## src/net_cfg_pkg.sv

```systemverilog
package net_cfg_pkg;

    // Own station
    localparam logic [47:0] LOCAL_MAC  = 48'h11_11_11_11_11_11;
    localparam logic [31:0] LOCAL_IP   = 32'hC0_A8_01_6E;
    localparam logic [15:0] LOCAL_PORT = 16'h8080;

    // Fixed peer
    localparam logic [31:0] DEST_IP   = 32'hC0_A8_01_69;
    localparam logic [15:0] DEST_PORT = 16'h8080;

    // Link-up timing, scaled down from the board values
    localparam logic [15:0] LINK_WAIT_CYCLES   = 16'd2000;
    localparam logic [15:0] ARP_TIMEOUT_CYCLES = 16'd2000;

    // Payload buffer
    localparam int FIFO_DEPTH = 64;
    localparam int FIFO_AW    = 6;

    // Source pauses below this many free entries
    localparam logic [FIFO_AW:0] READ_MARGIN = (FIFO_AW + 1)'(4);

    // Frame sizes in bytes
    localparam logic [15:0] ARP_FRAME_BYTES = 16'd42;
    localparam logic [15:0] UDP_HDR_BYTES   = 16'd42;
    localparam logic [15:0] INDEX_BYTES     = 16'd2;

endpackage : net_cfg_pkg

```

## src/frame_pkg.sv

```systemverilog
package frame_pkg;

    // One byte on the MAC stream
    typedef struct packed {
        logic       valid;
        logic       last;
        logic [7:0] data;
    } mac_beat_t;

    // Transmit request, payload_len includes the index bytes
    typedef struct packed {
        logic        start;
        logic        is_arp;
        logic [15:0] payload_len;
    } tx_job_t;

    // Peer lookup result
    typedef struct packed {
        logic        found;
        logic [47:0] mac;
    } arp_result_t;

endpackage : frame_pkg

```

## src/payload_fifo.sv

```systemverilog
`timescale 1ns/1ps

module payload_fifo #(
    parameter int DEPTH = 64,
    parameter int AW    = 6
) (
    input  logic          rgmii_clk,
    input  logic          arp_rstn,
    input  logic          wr_en,
    input  logic [7:0]    wr_data,
    input  logic          rd_en,
    output logic [7:0]    rd_data,
    output logic          empty,
    output logic [AW:0]   free
);

    logic [7:0]    mem [DEPTH];
    logic [AW-1:0] wr_ptr;
    logic [AW-1:0] rd_ptr;
    logic [AW:0]   count;
    logic          do_wr;
    logic          do_rd;

    assign empty = (count == '0);
    assign free  = (AW + 1)'(DEPTH) - count;
    assign do_wr = wr_en && (count != (AW + 1)'(DEPTH));
    assign do_rd = rd_en && !empty;

    always_ff @(posedge rgmii_clk or negedge arp_rstn) begin
        if (!arp_rstn) begin
            wr_ptr <= '0;
            rd_ptr <= '0;
            count  <= '0;
        end else begin
            if (do_wr) begin
                wr_ptr <= wr_ptr + 1'b1;
            end
            if (do_rd) begin
                rd_ptr <= rd_ptr + 1'b1;
            end
            case ({do_wr, do_rd})
                2'b10:   count <= count + 1'b1;
                2'b01:   count <= count - 1'b1;
                default: count <= count;
            endcase
        end
    end

    // Registered read port
    always_ff @(posedge rgmii_clk) begin
        if (do_wr) begin
            mem[wr_ptr] <= wr_data;
        end
        if (do_rd) begin
            rd_data <= mem[rd_ptr];
        end
    end

endmodule : payload_fifo

```

## src/udp_link_ctrl.sv

```systemverilog
`timescale 1ns/1ps

module udp_link_ctrl
    import net_cfg_pkg::*, frame_pkg::*;
(
    input  logic             rgmii_clk,
    input  logic             arp_rstn,
    input  logic             trig,
    input  logic [15:0]      index,
    input  logic             tx_valid,
    input  logic [7:0]       tx_data,
    input  logic [15:0]      tx_data_len,
    input  arp_result_t      arp,
    input  logic             busy,
    input  logic [FIFO_AW:0] fifo_free,
    output logic             tx_read_en,
    output logic             connected,
    output tx_job_t          job,
    output logic             fifo_wr_en,
    output logic [7:0]       fifo_wr_data
);

    typedef enum logic [2:0] {
        LINK_WAIT,
        ARP_REQ,
        ARP_WAIT,
        IDLE,
        IDX_HI,
        IDX_LO,
        DATA_RD
    } state_t;

    state_t      state;
    logic [15:0] cnt;
    logic [15:0] len_q;
    logic [7:0]  idx_lo_q;
    logic        read_active;
    logic        accept;

    assign accept = (state == IDLE) && trig && !busy;

    // Source is held off as soon as the buffer gets tight
    assign tx_read_en = read_active && (fifo_free >= READ_MARGIN);

    always_ff @(posedge rgmii_clk or negedge arp_rstn) begin
        if (!arp_rstn) begin
            state       <= LINK_WAIT;
            cnt         <= '0;
            connected   <= 1'b0;
            job         <= '0;
            fifo_wr_en  <= 1'b0;
            read_active <= 1'b0;
        end else begin
            job.start  <= 1'b0;
            fifo_wr_en <= 1'b0;
            case (state)
                LINK_WAIT: begin
                    if (cnt == LINK_WAIT_CYCLES - 16'd1) begin
                        cnt   <= '0;
                        state <= ARP_REQ;
                    end else begin
                        cnt <= cnt + 16'd1;
                    end
                end
                ARP_REQ: begin
                    job   <= '{start: 1'b1, is_arp: 1'b1, payload_len: 16'd0};
                    state <= ARP_WAIT;
                end
                ARP_WAIT: begin
                    if (arp.found) begin
                        connected <= 1'b1;
                        state     <= IDLE;
                    end else if (cnt == ARP_TIMEOUT_CYCLES - 16'd1) begin
                        // No reply, start over
                        cnt   <= '0;
                        state <= LINK_WAIT;
                    end else begin
                        cnt <= cnt + 16'd1;
                    end
                end
                IDLE: begin
                    if (accept) begin
                        job <= '{start: 1'b1, is_arp: 1'b0,
                                 payload_len: tx_data_len + INDEX_BYTES};
                        fifo_wr_en <= 1'b1;
                        state      <= IDX_HI;
                    end
                end
                IDX_HI: begin
                    fifo_wr_en <= 1'b1;
                    cnt        <= '0;
                    state      <= IDX_LO;
                end
                IDX_LO: begin
                    if (len_q != 16'd0) begin
                        read_active <= 1'b1;
                        state       <= DATA_RD;
                    end else begin
                        state <= IDLE;
                    end
                end
                DATA_RD: begin
                    fifo_wr_en <= tx_valid;
                    if (tx_valid) begin
                        cnt <= cnt + 16'd1;
                        if (cnt == len_q - 16'd1) begin
                            read_active <= 1'b0;
                            state       <= IDLE;
                        end
                    end
                end
                default: state <= LINK_WAIT;
            endcase
        end
    end

    always_ff @(posedge rgmii_clk) begin
        if (accept) begin
            idx_lo_q <= index[7:0];
            len_q    <= tx_data_len;
        end
        // Index high byte goes first
        if (accept) begin
            fifo_wr_data <= index[15:8];
        end else if (state == IDX_HI) begin
            fifo_wr_data <= idx_lo_q;
        end else begin
            fifo_wr_data <= tx_data;
        end
    end

endmodule : udp_link_ctrl

```

## src/frame_tx.sv

```systemverilog
`timescale 1ns/1ps

module frame_tx
    import net_cfg_pkg::*, frame_pkg::*;
(
    input  logic        rgmii_clk,
    input  logic        arp_rstn,
    input  tx_job_t     job,
    input  arp_result_t peer,
    input  logic [7:0]  fifo_rd_data,
    input  logic        fifo_empty,
    output logic        fifo_rd_en,
    output logic        busy,
    output mac_beat_t   mac_tx
);

    logic                         is_arp_q;
    logic [15:0]                  len_q;
    logic [15:0]                  cnt;
    logic [15:0]                  total;
    logic [15:0]                  ip_len;
    logic [15:0]                  udp_len;
    logic [UDP_HDR_BYTES*8-1:0]   hdr;
    logic [7:0]                   hdr_byte;
    logic [7:0]                   first_byte;
    logic                         in_hdr;
    mac_beat_t                    hdr_beat;
    logic                         pop_q;
    logic                         pop_last_q;

    assign total   = is_arp_q ? ARP_FRAME_BYTES : UDP_HDR_BYTES + len_q;
    assign ip_len  = 16'd28 + len_q;
    assign udp_len = 16'd8 + len_q;
    assign in_hdr  = cnt < UDP_HDR_BYTES;

    // Whole header as one vector, byte 0 at the top
    always_comb begin
        if (is_arp_q) begin
            hdr = {48'hFFFF_FFFF_FFFF, LOCAL_MAC, 16'h0806,
                   16'h0001, 16'h0800, 8'h06, 8'h04, 16'h0001,
                   LOCAL_MAC, LOCAL_IP, 48'h0, DEST_IP};
        end else begin
            hdr = {peer.mac, LOCAL_MAC, 16'h0800,
                   8'h45, 8'h00, ip_len, 16'h0000, 16'h4000, 8'h40, 8'h11, 16'h0000,
                   LOCAL_IP, DEST_IP,
                   LOCAL_PORT, DEST_PORT, udp_len, 16'h0000};
        end
    end

    assign hdr_byte   = hdr[(UDP_HDR_BYTES - 16'd1 - cnt) * 8 +: 8];
    assign first_byte = job.is_arp ? 8'hFF : peer.mac[47:40];

    assign fifo_rd_en = busy && !is_arp_q && !in_hdr && (cnt < total) && !fifo_empty;

    // Popped byte goes straight out on the cycle its data arrives
    always_comb begin
        if (pop_q) begin
            mac_tx.valid = 1'b1;
            mac_tx.last  = pop_last_q;
            mac_tx.data  = fifo_rd_data;
        end else begin
            mac_tx = hdr_beat;
        end
    end

    always_ff @(posedge rgmii_clk or negedge arp_rstn) begin
        if (!arp_rstn) begin
            busy       <= 1'b0;
            is_arp_q   <= 1'b0;
            len_q      <= '0;
            cnt        <= '0;
            hdr_beat   <= '0;
            pop_q      <= 1'b0;
            pop_last_q <= 1'b0;
        end else begin
            hdr_beat.valid <= 1'b0;
            hdr_beat.last  <= 1'b0;
            pop_q          <= fifo_rd_en;
            pop_last_q     <= fifo_rd_en && (cnt == total - 16'd1);
            if (!busy) begin
                if (job.start) begin
                    busy           <= 1'b1;
                    is_arp_q       <= job.is_arp;
                    len_q          <= job.payload_len;
                    cnt            <= 16'd1;
                    hdr_beat.valid <= 1'b1;
                    hdr_beat.data  <= first_byte;
                end
            end else if (mac_tx.valid && mac_tx.last) begin
                busy <= 1'b0;
            end else if (in_hdr) begin
                hdr_beat.valid <= 1'b1;
                hdr_beat.last  <= (cnt == total - 16'd1);
                hdr_beat.data  <= hdr_byte;
                cnt            <= cnt + 16'd1;
            end else if (fifo_rd_en) begin
                cnt <= cnt + 16'd1;
            end
        end
    end

endmodule : frame_tx

```

## src/arp_rx.sv

```systemverilog
`timescale 1ns/1ps

module arp_rx
    import net_cfg_pkg::*, frame_pkg::*;
(
    input  logic        rgmii_clk,
    input  logic        arp_rstn,
    input  mac_beat_t   mac_rx,
    output arp_result_t arp
);

    logic [5:0]  cnt;
    logic        bad;
    logic        mism;
    logic        accept;
    logic        found_q;
    logic [47:0] cand_mac;
    logic [47:0] mac_q;

    assign arp = '{found: found_q, mac: mac_q};

    // Ethertype, opcode and sender IP
    always_comb begin
        case (cnt)
            6'd12:   mism = mac_rx.data != 8'h08;
            6'd13:   mism = mac_rx.data != 8'h06;
            6'd20:   mism = mac_rx.data != 8'h00;
            6'd21:   mism = mac_rx.data != 8'h02;
            6'd28:   mism = mac_rx.data != DEST_IP[31:24];
            6'd29:   mism = mac_rx.data != DEST_IP[23:16];
            6'd30:   mism = mac_rx.data != DEST_IP[15:8];
            6'd31:   mism = mac_rx.data != DEST_IP[7:0];
            default: mism = 1'b0;
        endcase
    end

    assign accept = mac_rx.valid && mac_rx.last && !bad && (cnt >= 6'd41);

    always_ff @(posedge rgmii_clk or negedge arp_rstn) begin
        if (!arp_rstn) begin
            cnt     <= '0;
            bad     <= 1'b0;
            found_q <= 1'b0;
        end else begin
            found_q <= accept;
            if (mac_rx.valid) begin
                bad <= ((cnt == 6'd0) ? 1'b0 : bad) | mism;
                if (mac_rx.last) begin
                    cnt <= '0;
                end else if (cnt != 6'd63) begin
                    cnt <= cnt + 6'd1;
                end
            end
        end
    end

    always_ff @(posedge rgmii_clk) begin
        // Sender MAC sits in bytes 22 to 27
        if (mac_rx.valid && (cnt >= 6'd22) && (cnt <= 6'd27)) begin
            cand_mac <= {cand_mac[39:0], mac_rx.data};
        end
        if (accept) begin
            mac_q <= cand_mac;
        end
    end

endmodule : arp_rx

```

## src/udp_packet.sv

```systemverilog
`timescale 1ns/1ps

module udp_packet
    import net_cfg_pkg::*, frame_pkg::*;
(
    input  logic        rgmii_clk,
    input  logic        arp_rstn,
    input  logic        trig,
    input  logic [15:0] index,
    input  logic        tx_valid,
    input  logic [7:0]  tx_data,
    input  logic [15:0] tx_data_len,
    input  mac_beat_t   mac_rx,
    output logic        tx_read_en,
    output logic        connected,
    output mac_beat_t   mac_tx
);

    tx_job_t          job;
    arp_result_t      arp;
    logic             busy;
    logic             fifo_wr_en;
    logic [7:0]       fifo_wr_data;
    logic             fifo_rd_en;
    logic [7:0]       fifo_rd_data;
    logic             fifo_empty;
    logic [FIFO_AW:0] fifo_free;

    udp_link_ctrl i_link_ctrl (
        .rgmii_clk    (rgmii_clk),
        .arp_rstn     (arp_rstn),
        .trig         (trig),
        .index        (index),
        .tx_valid     (tx_valid),
        .tx_data      (tx_data),
        .tx_data_len  (tx_data_len),
        .arp          (arp),
        .busy         (busy),
        .fifo_free    (fifo_free),
        .tx_read_en   (tx_read_en),
        .connected    (connected),
        .job          (job),
        .fifo_wr_en   (fifo_wr_en),
        .fifo_wr_data (fifo_wr_data)
    );

    payload_fifo #(
        .DEPTH (FIFO_DEPTH),
        .AW    (FIFO_AW)
    ) i_payload_fifo (
        .rgmii_clk (rgmii_clk),
        .arp_rstn  (arp_rstn),
        .wr_en     (fifo_wr_en),
        .wr_data   (fifo_wr_data),
        .rd_en     (fifo_rd_en),
        .rd_data   (fifo_rd_data),
        .empty     (fifo_empty),
        .free      (fifo_free)
    );

    frame_tx i_frame_tx (
        .rgmii_clk    (rgmii_clk),
        .arp_rstn     (arp_rstn),
        .job          (job),
        .peer         (arp),
        .fifo_rd_data (fifo_rd_data),
        .fifo_empty   (fifo_empty),
        .fifo_rd_en   (fifo_rd_en),
        .busy         (busy),
        .mac_tx       (mac_tx)
    );

    arp_rx i_arp_rx (
        .rgmii_clk (rgmii_clk),
        .arp_rstn  (arp_rstn),
        .mac_rx    (mac_rx),
        .arp       (arp)
    );

endmodule : udp_packet

```

## config.mk

```make
export PLATFORM = sky130hd
export DESIGN_NAME = udp_packet
export DESIGN_NICKNAME = d
export VERILOG_FILES = /design/src/net_cfg_pkg.sv /design/src/frame_pkg.sv /design/src/payload_fifo.sv /design/src/udp_link_ctrl.sv /design/src/frame_tx.sv /design/src/arp_rx.sv /design/src/udp_packet.sv
export SDC_FILE = /design/constraint.sdc
export NUM_CORES = 1
export LEC_CHECK = 0
export ABC_AREA = 1
export ABC_CLOCK_PERIOD_IN_PS = 5700
export BUFFER_PORTS_ARGS = -buffer_cell sky130_fd_sc_hd__buf_2
export CAP_MARGIN = 40
export CORE_ASPECT_RATIO = 1.1
export CORE_UTILIZATION = 55
export DETAILED_ROUTE_END_ITERATION = 6
export GPL_ROUTABILITY_DRIVEN = 0
export PLACE_DENSITY = 0.76
export SYNTH_ARGS = -nofsm -noshare
export SYNTH_HDL_FRONTEND = slang
export SYNTH_SLANG_ARGS = --single-unit
```

## constraint.sdc

```tcl
create_clock -name rgmii_clk -period 5.7 [get_ports rgmii_clk]
set_input_delay 0.285 -clock rgmii_clk [delete_from_list [all_inputs] [get_ports rgmii_clk]]
set_output_delay 0.285 -clock rgmii_clk [all_outputs]
set_load 0.02 [all_outputs]
```

==> impl_summary.md <==
Run status
The flow ran to the end, and the final reports show no timing, DRC or antenna violations.

Timing
The final-layout setup total negative slack is 0 ns. For this run, the top clock speed supported by timing is roughly 0.2 GHz. The number of failing setup endpoints in the final timing report is 0. The count of endpoints failing hold in the final timing report came to 0.

Subtracting the final worst setup slack from the clock period gives a little under 5 ns. The transition time of the tightest slew-check pin is between 0.8 and 0.9 ns. Setup repair after global routing left no endpoint under its margin.

Dividing the final minimum period by the clock period gives 0.8693. The number of pins with negative max-slew slack in the final report is 0. The worst pin sits at a relative slew slack of 0.4076. On the final layout, the worst clock skew is 0.03139 ns.

Placed design
The post-detailed-placement half-perimeter wirelength is between 50,000 and 60,000 um. During placement, the flow inserted port buffers numbering 65. The number of placed instances with taps included is 4,032. The cell area after placement is between 0.03 and 0.04 mm2.

Clock network
The H-tree level count is 3. In this run, CTS created clock tree buffers numbering 74. For the worst-skew pair, the clock arrives at the later sink with an insertion delay of roughly 0.63 ns.

The number of clock sinks is approximately 760. Clock-pin slew was measured on the worst setup and hold paths at ~0.07 ns. The number of buffers inserted by hold repair at cts is 50. The longest clock path from root to sink contains 3 buffers. The number of resized instances in the post-cts repair step is 0. Buffers added to address setup during post-CTS repair amount to 0.

TritonCTS built the clock tree. In this run the clock root is driven by a clkbuf_16.

Floorplanning
The die is about 240 um wide. The chip height is 266.7 um. The core region is roughly 0.063 mm2. The die area is 0.06470 mm2. The number of ports placed on the die boundary is 66. In this run the core area contains 96 standard-cell rows. The initial standard-cell utilization of the core is 0.5586.

Finish
Leaving out filler cells and counting taps, the final layout contains 4,217. The growth of design area from synthesis to finish is 11.21%. Fill cells in the final layout number 4,757. The fraction of final layout cells with drive strength greater than 1 is 0.09249. The footprint of the multi-input gates is 0.01130 mm2. The share of the core filled with cells is 0.6212. After routing the design area is 0.03895 mm2.

The top cell types in the final layout, fill and taps aside, are 640 x edfxtp_1, 555 x nor2_1, 470 x nand2_1, 239 x o21ai_0, 206 x inv_1. Summing all flip-flop and latch instances after layout gives roughly 0.022 mm2. The total inserted antenna cells is 0. The final layout net count is around 3,400. The library cell used most frequently in the layout, excluding fill and tap cells, is edfxtp_1.

Synthesis
Yosys printed 0 warnings. The area share of the leading cell type in the synthesized netlist is 0.5487. The fraction of registers with async set/reset is 0.1485. A synthesized cell averages around 11 um2. The commonest register cell after synthesis is edfxtp_1.

The number of synthesized register bits is 761. The number of synthesized flops with an enable pin is 640. The distinct cell type count after synthesis is between 60 and 70. The synthesized netlist cell count is roughly 3,300.

The synthesized design spends more area on one cell type than any other, namely edfxtp_1. The total nets after synthesis is around 3,400. After synthesis the cells add up to 0.03503 mm2.

In the post-synthesis netlist, the biggest area contributors are edfxtp_1 55%, dfrtp_1 8.1%, nor2_1 6.0%. The part of the Yosys area used for sequential elements is 0.6340.

Worst setup path
For the worst setup path, the data arrival time is roughly 5.5 ns. The worst setup path is captured at a flop. By instance count, the cell type seen most on the critical path is nand2_1. The largest stage delay on the critical path is 0.45 ns. The critical path class is flop to flop.

Of all nets on the critical path, the largest fanout is 13. STA classifies the critical path startpoint as a flop. The highest-delay cell along the critical path is dfrtp_1. The data required time of the worst path is 6.19 ns.

Routing
The detailed-route vias per instance is 5.994. The routed layout has approximately 25,000 vias. The number of detailed-routing iterations run before antenna repair is 6. The first-iteration detailed-routing DRC count is about 2,600. The final layout contains routed wiring with a total length of a little under 90,000 um.

In the routed design, unresolved DRC markers number 0. The routed wire length per instance is approximately 21 um. The remaining number of nets flagged by the antenna check after routing is 0.

GRT
The total congestion overflow is 0. The global-route wire length before repair is roughly 140,000 um. In the global route stage, overall resource usage came out at 0.2729. The via count of the first global-routing pass is between 20,000 and 25,000.

The initial antenna violation count was 0. The pin count of the biggest net entering global routing is 140.

Power
The power per standard cell area is ~330 mW/mm2. IR analysis of the VDD net gives a maximum drop of ~0.00022 V. For this design the static power due to leakage is between 10 and 15 nW.

Worst hold path
The path type of the worst min-delay path is input pin to flop.

Run
The count of maximum capacitance violations is 0.
[worst paths after layout]
check / endpoint / slack (ns) / depth (start not counted) / from
min in group asynchronous: i_link_ctrl.cnt[10] / 0.04 / 2 / arp_rstn
worst max register to register: i_payload_fifo.count[6] / 0.75 / 28 / i_frame_tx.len_q[3]
worst min-delay path: i_arp_rx.cnt[1] / 0.02 / 4 / mac_rx[8]
max in group asynchronous: i_payload_fifo.rd_ptr[1] / 4.29 / 4 / arp_rstn
worst min register to register: i_arp_rx.mac_q[45] / 0.42 / 0 / i_arp_rx.cand_mac[45]
worst max-delay path: i_payload_fifo.count[6] / 0.75 / 28 / i_frame_tx.len_q[3]
[through the flow]
step                power, mW  hold slack [ns]  worst slack, ns
finish                  12.70          0.02047           0.7452
CTS                     12.70         0.005843           0.7690
global placement        7.928           0.4008           0.8595
detailed placement      7.960           0.1048           0.7947
floorplan               7.527         -0.01059           0.8119
global route            13.12          0.04931           0.3243
[layout make-up]
type | count | area share
clock buffers | 95 | 0.05091
inverters | 231 | 0.02258
flip-flops and latches | 761 | 0.5705
clock inverters | 40 | 0.009058
repair buffers | 148 | 0.03013
multi-input cells | 2109 | 0.2900
well taps | 833 | 0.02676
[where the power goes]
group	switching [mW]	internal, mW	leakage [nW]
registers	0.0923	6.09	7.31
logic	1.24	0.506	5.48
clock network	2.10	2.67	1.14
[state kept, by name, summed over array words and instances, names as in the netlist, 10 cells and up]
signal,cells
i_arp_rx.cand_mac,48
i_arp_rx.mac_q,48
i_frame_tx.cnt,16
i_frame_tx.hdr_beat,10
i_frame_tx.len_q,16
i_link_ctrl.cnt,16
i_link_ctrl.job,18
i_link_ctrl.len_q,16
i_payload_fifo.mem,512
[routing by layer]
metal / up-vias / global-route usage / wire [um] / share of wire
li1: 11662 / - / - / -
met1: 12183 / 0.3587 / 35300 / 0.40
met2: 1212 / 0.4502 / 42640 / 0.48
met3: 220 / 0.04646 / 7477 / 0.084
met4: 0 / 0.1159 / 3536 / 0.040
met5: - / 0 / 0 / 0
[Yosys cell counts, types with 4 or more instances]
| cell | n |
|---|---|
| edfxtp_1 | 640 |
| nor2_1 | 556 |
| nand2_1 | 470 |
| o21ai_0 | 239 |
| inv_1 | 207 |
| nand3_1 | 184 |
| dfrtp_1 | 113 |
| clkbuf_1 | 106 |
| a21oi_1 | 95 |
| o32ai_1 | 77 |
| xor2_1 | 59 |
| o221ai_1 | 55 |
| mux2i_1 | 54 |
| ha_1 | 42 |
| nand4_1 | 31 |
| nor3_1 | 30 |
| a31oi_1 | 25 |
| buf_2 | 23 |
| o211ai_1 | 23 |
| o21ai_1 | 21 |
| nand2_2 | 19 |
| nand3_2 | 17 |
| buf_1 | 12 |
| inv_2 | 12 |
| nor4_1 | 12 |
| clkinv_1 | 10 |
| nor2_2 | 10 |
| xnor2_1 | 9 |
| a22o_1 | 8 |
| dfxtp_1 | 8 |
| nor2_4 | 8 |
| buf_6 | 7 |
| nand3_4 | 6 |
| buf_4 | 5 |
| nand2_4 | 5 |
| o22ai_1 | 5 |
| nand3b_1 | 4 |
| o31ai_1 | 4 |
| or2_2 | 4 |
[cell families (layout without fill, tap and decap cells)]
family | count (synthesis) | after routing | share of synthesized area
muxes | 54 | 54 | 0.01543
adders and majority gates | 43 | 43 | 0.01557
and+or+nand+nor | 1366 | 1366 | 0.1696
DFF | 761 | 761 | 0.6340
AOI/OAI and AO/OA | 576 | 576 | 0.1029
buffers and inverters | 384 | 514 | 0.04422
xor gates and xnor gates | 70 | 70 | 0.01829
[critical path, delay by kind of cell, from the launching register on]
| kind | cells | cell delay [ns] |
|---|---|---|
| simple gates | 14 | 1.49 |
| compound gates | 3 | 0.53 |
| xor+xnor | 1 | 0.15 |
| fa+ha+maj | 4 | 1.27 |
| flops | 1 | 0.45 |
| buf+inv | 6 | 0.90 |
Power figures use the tool's default switching activity.
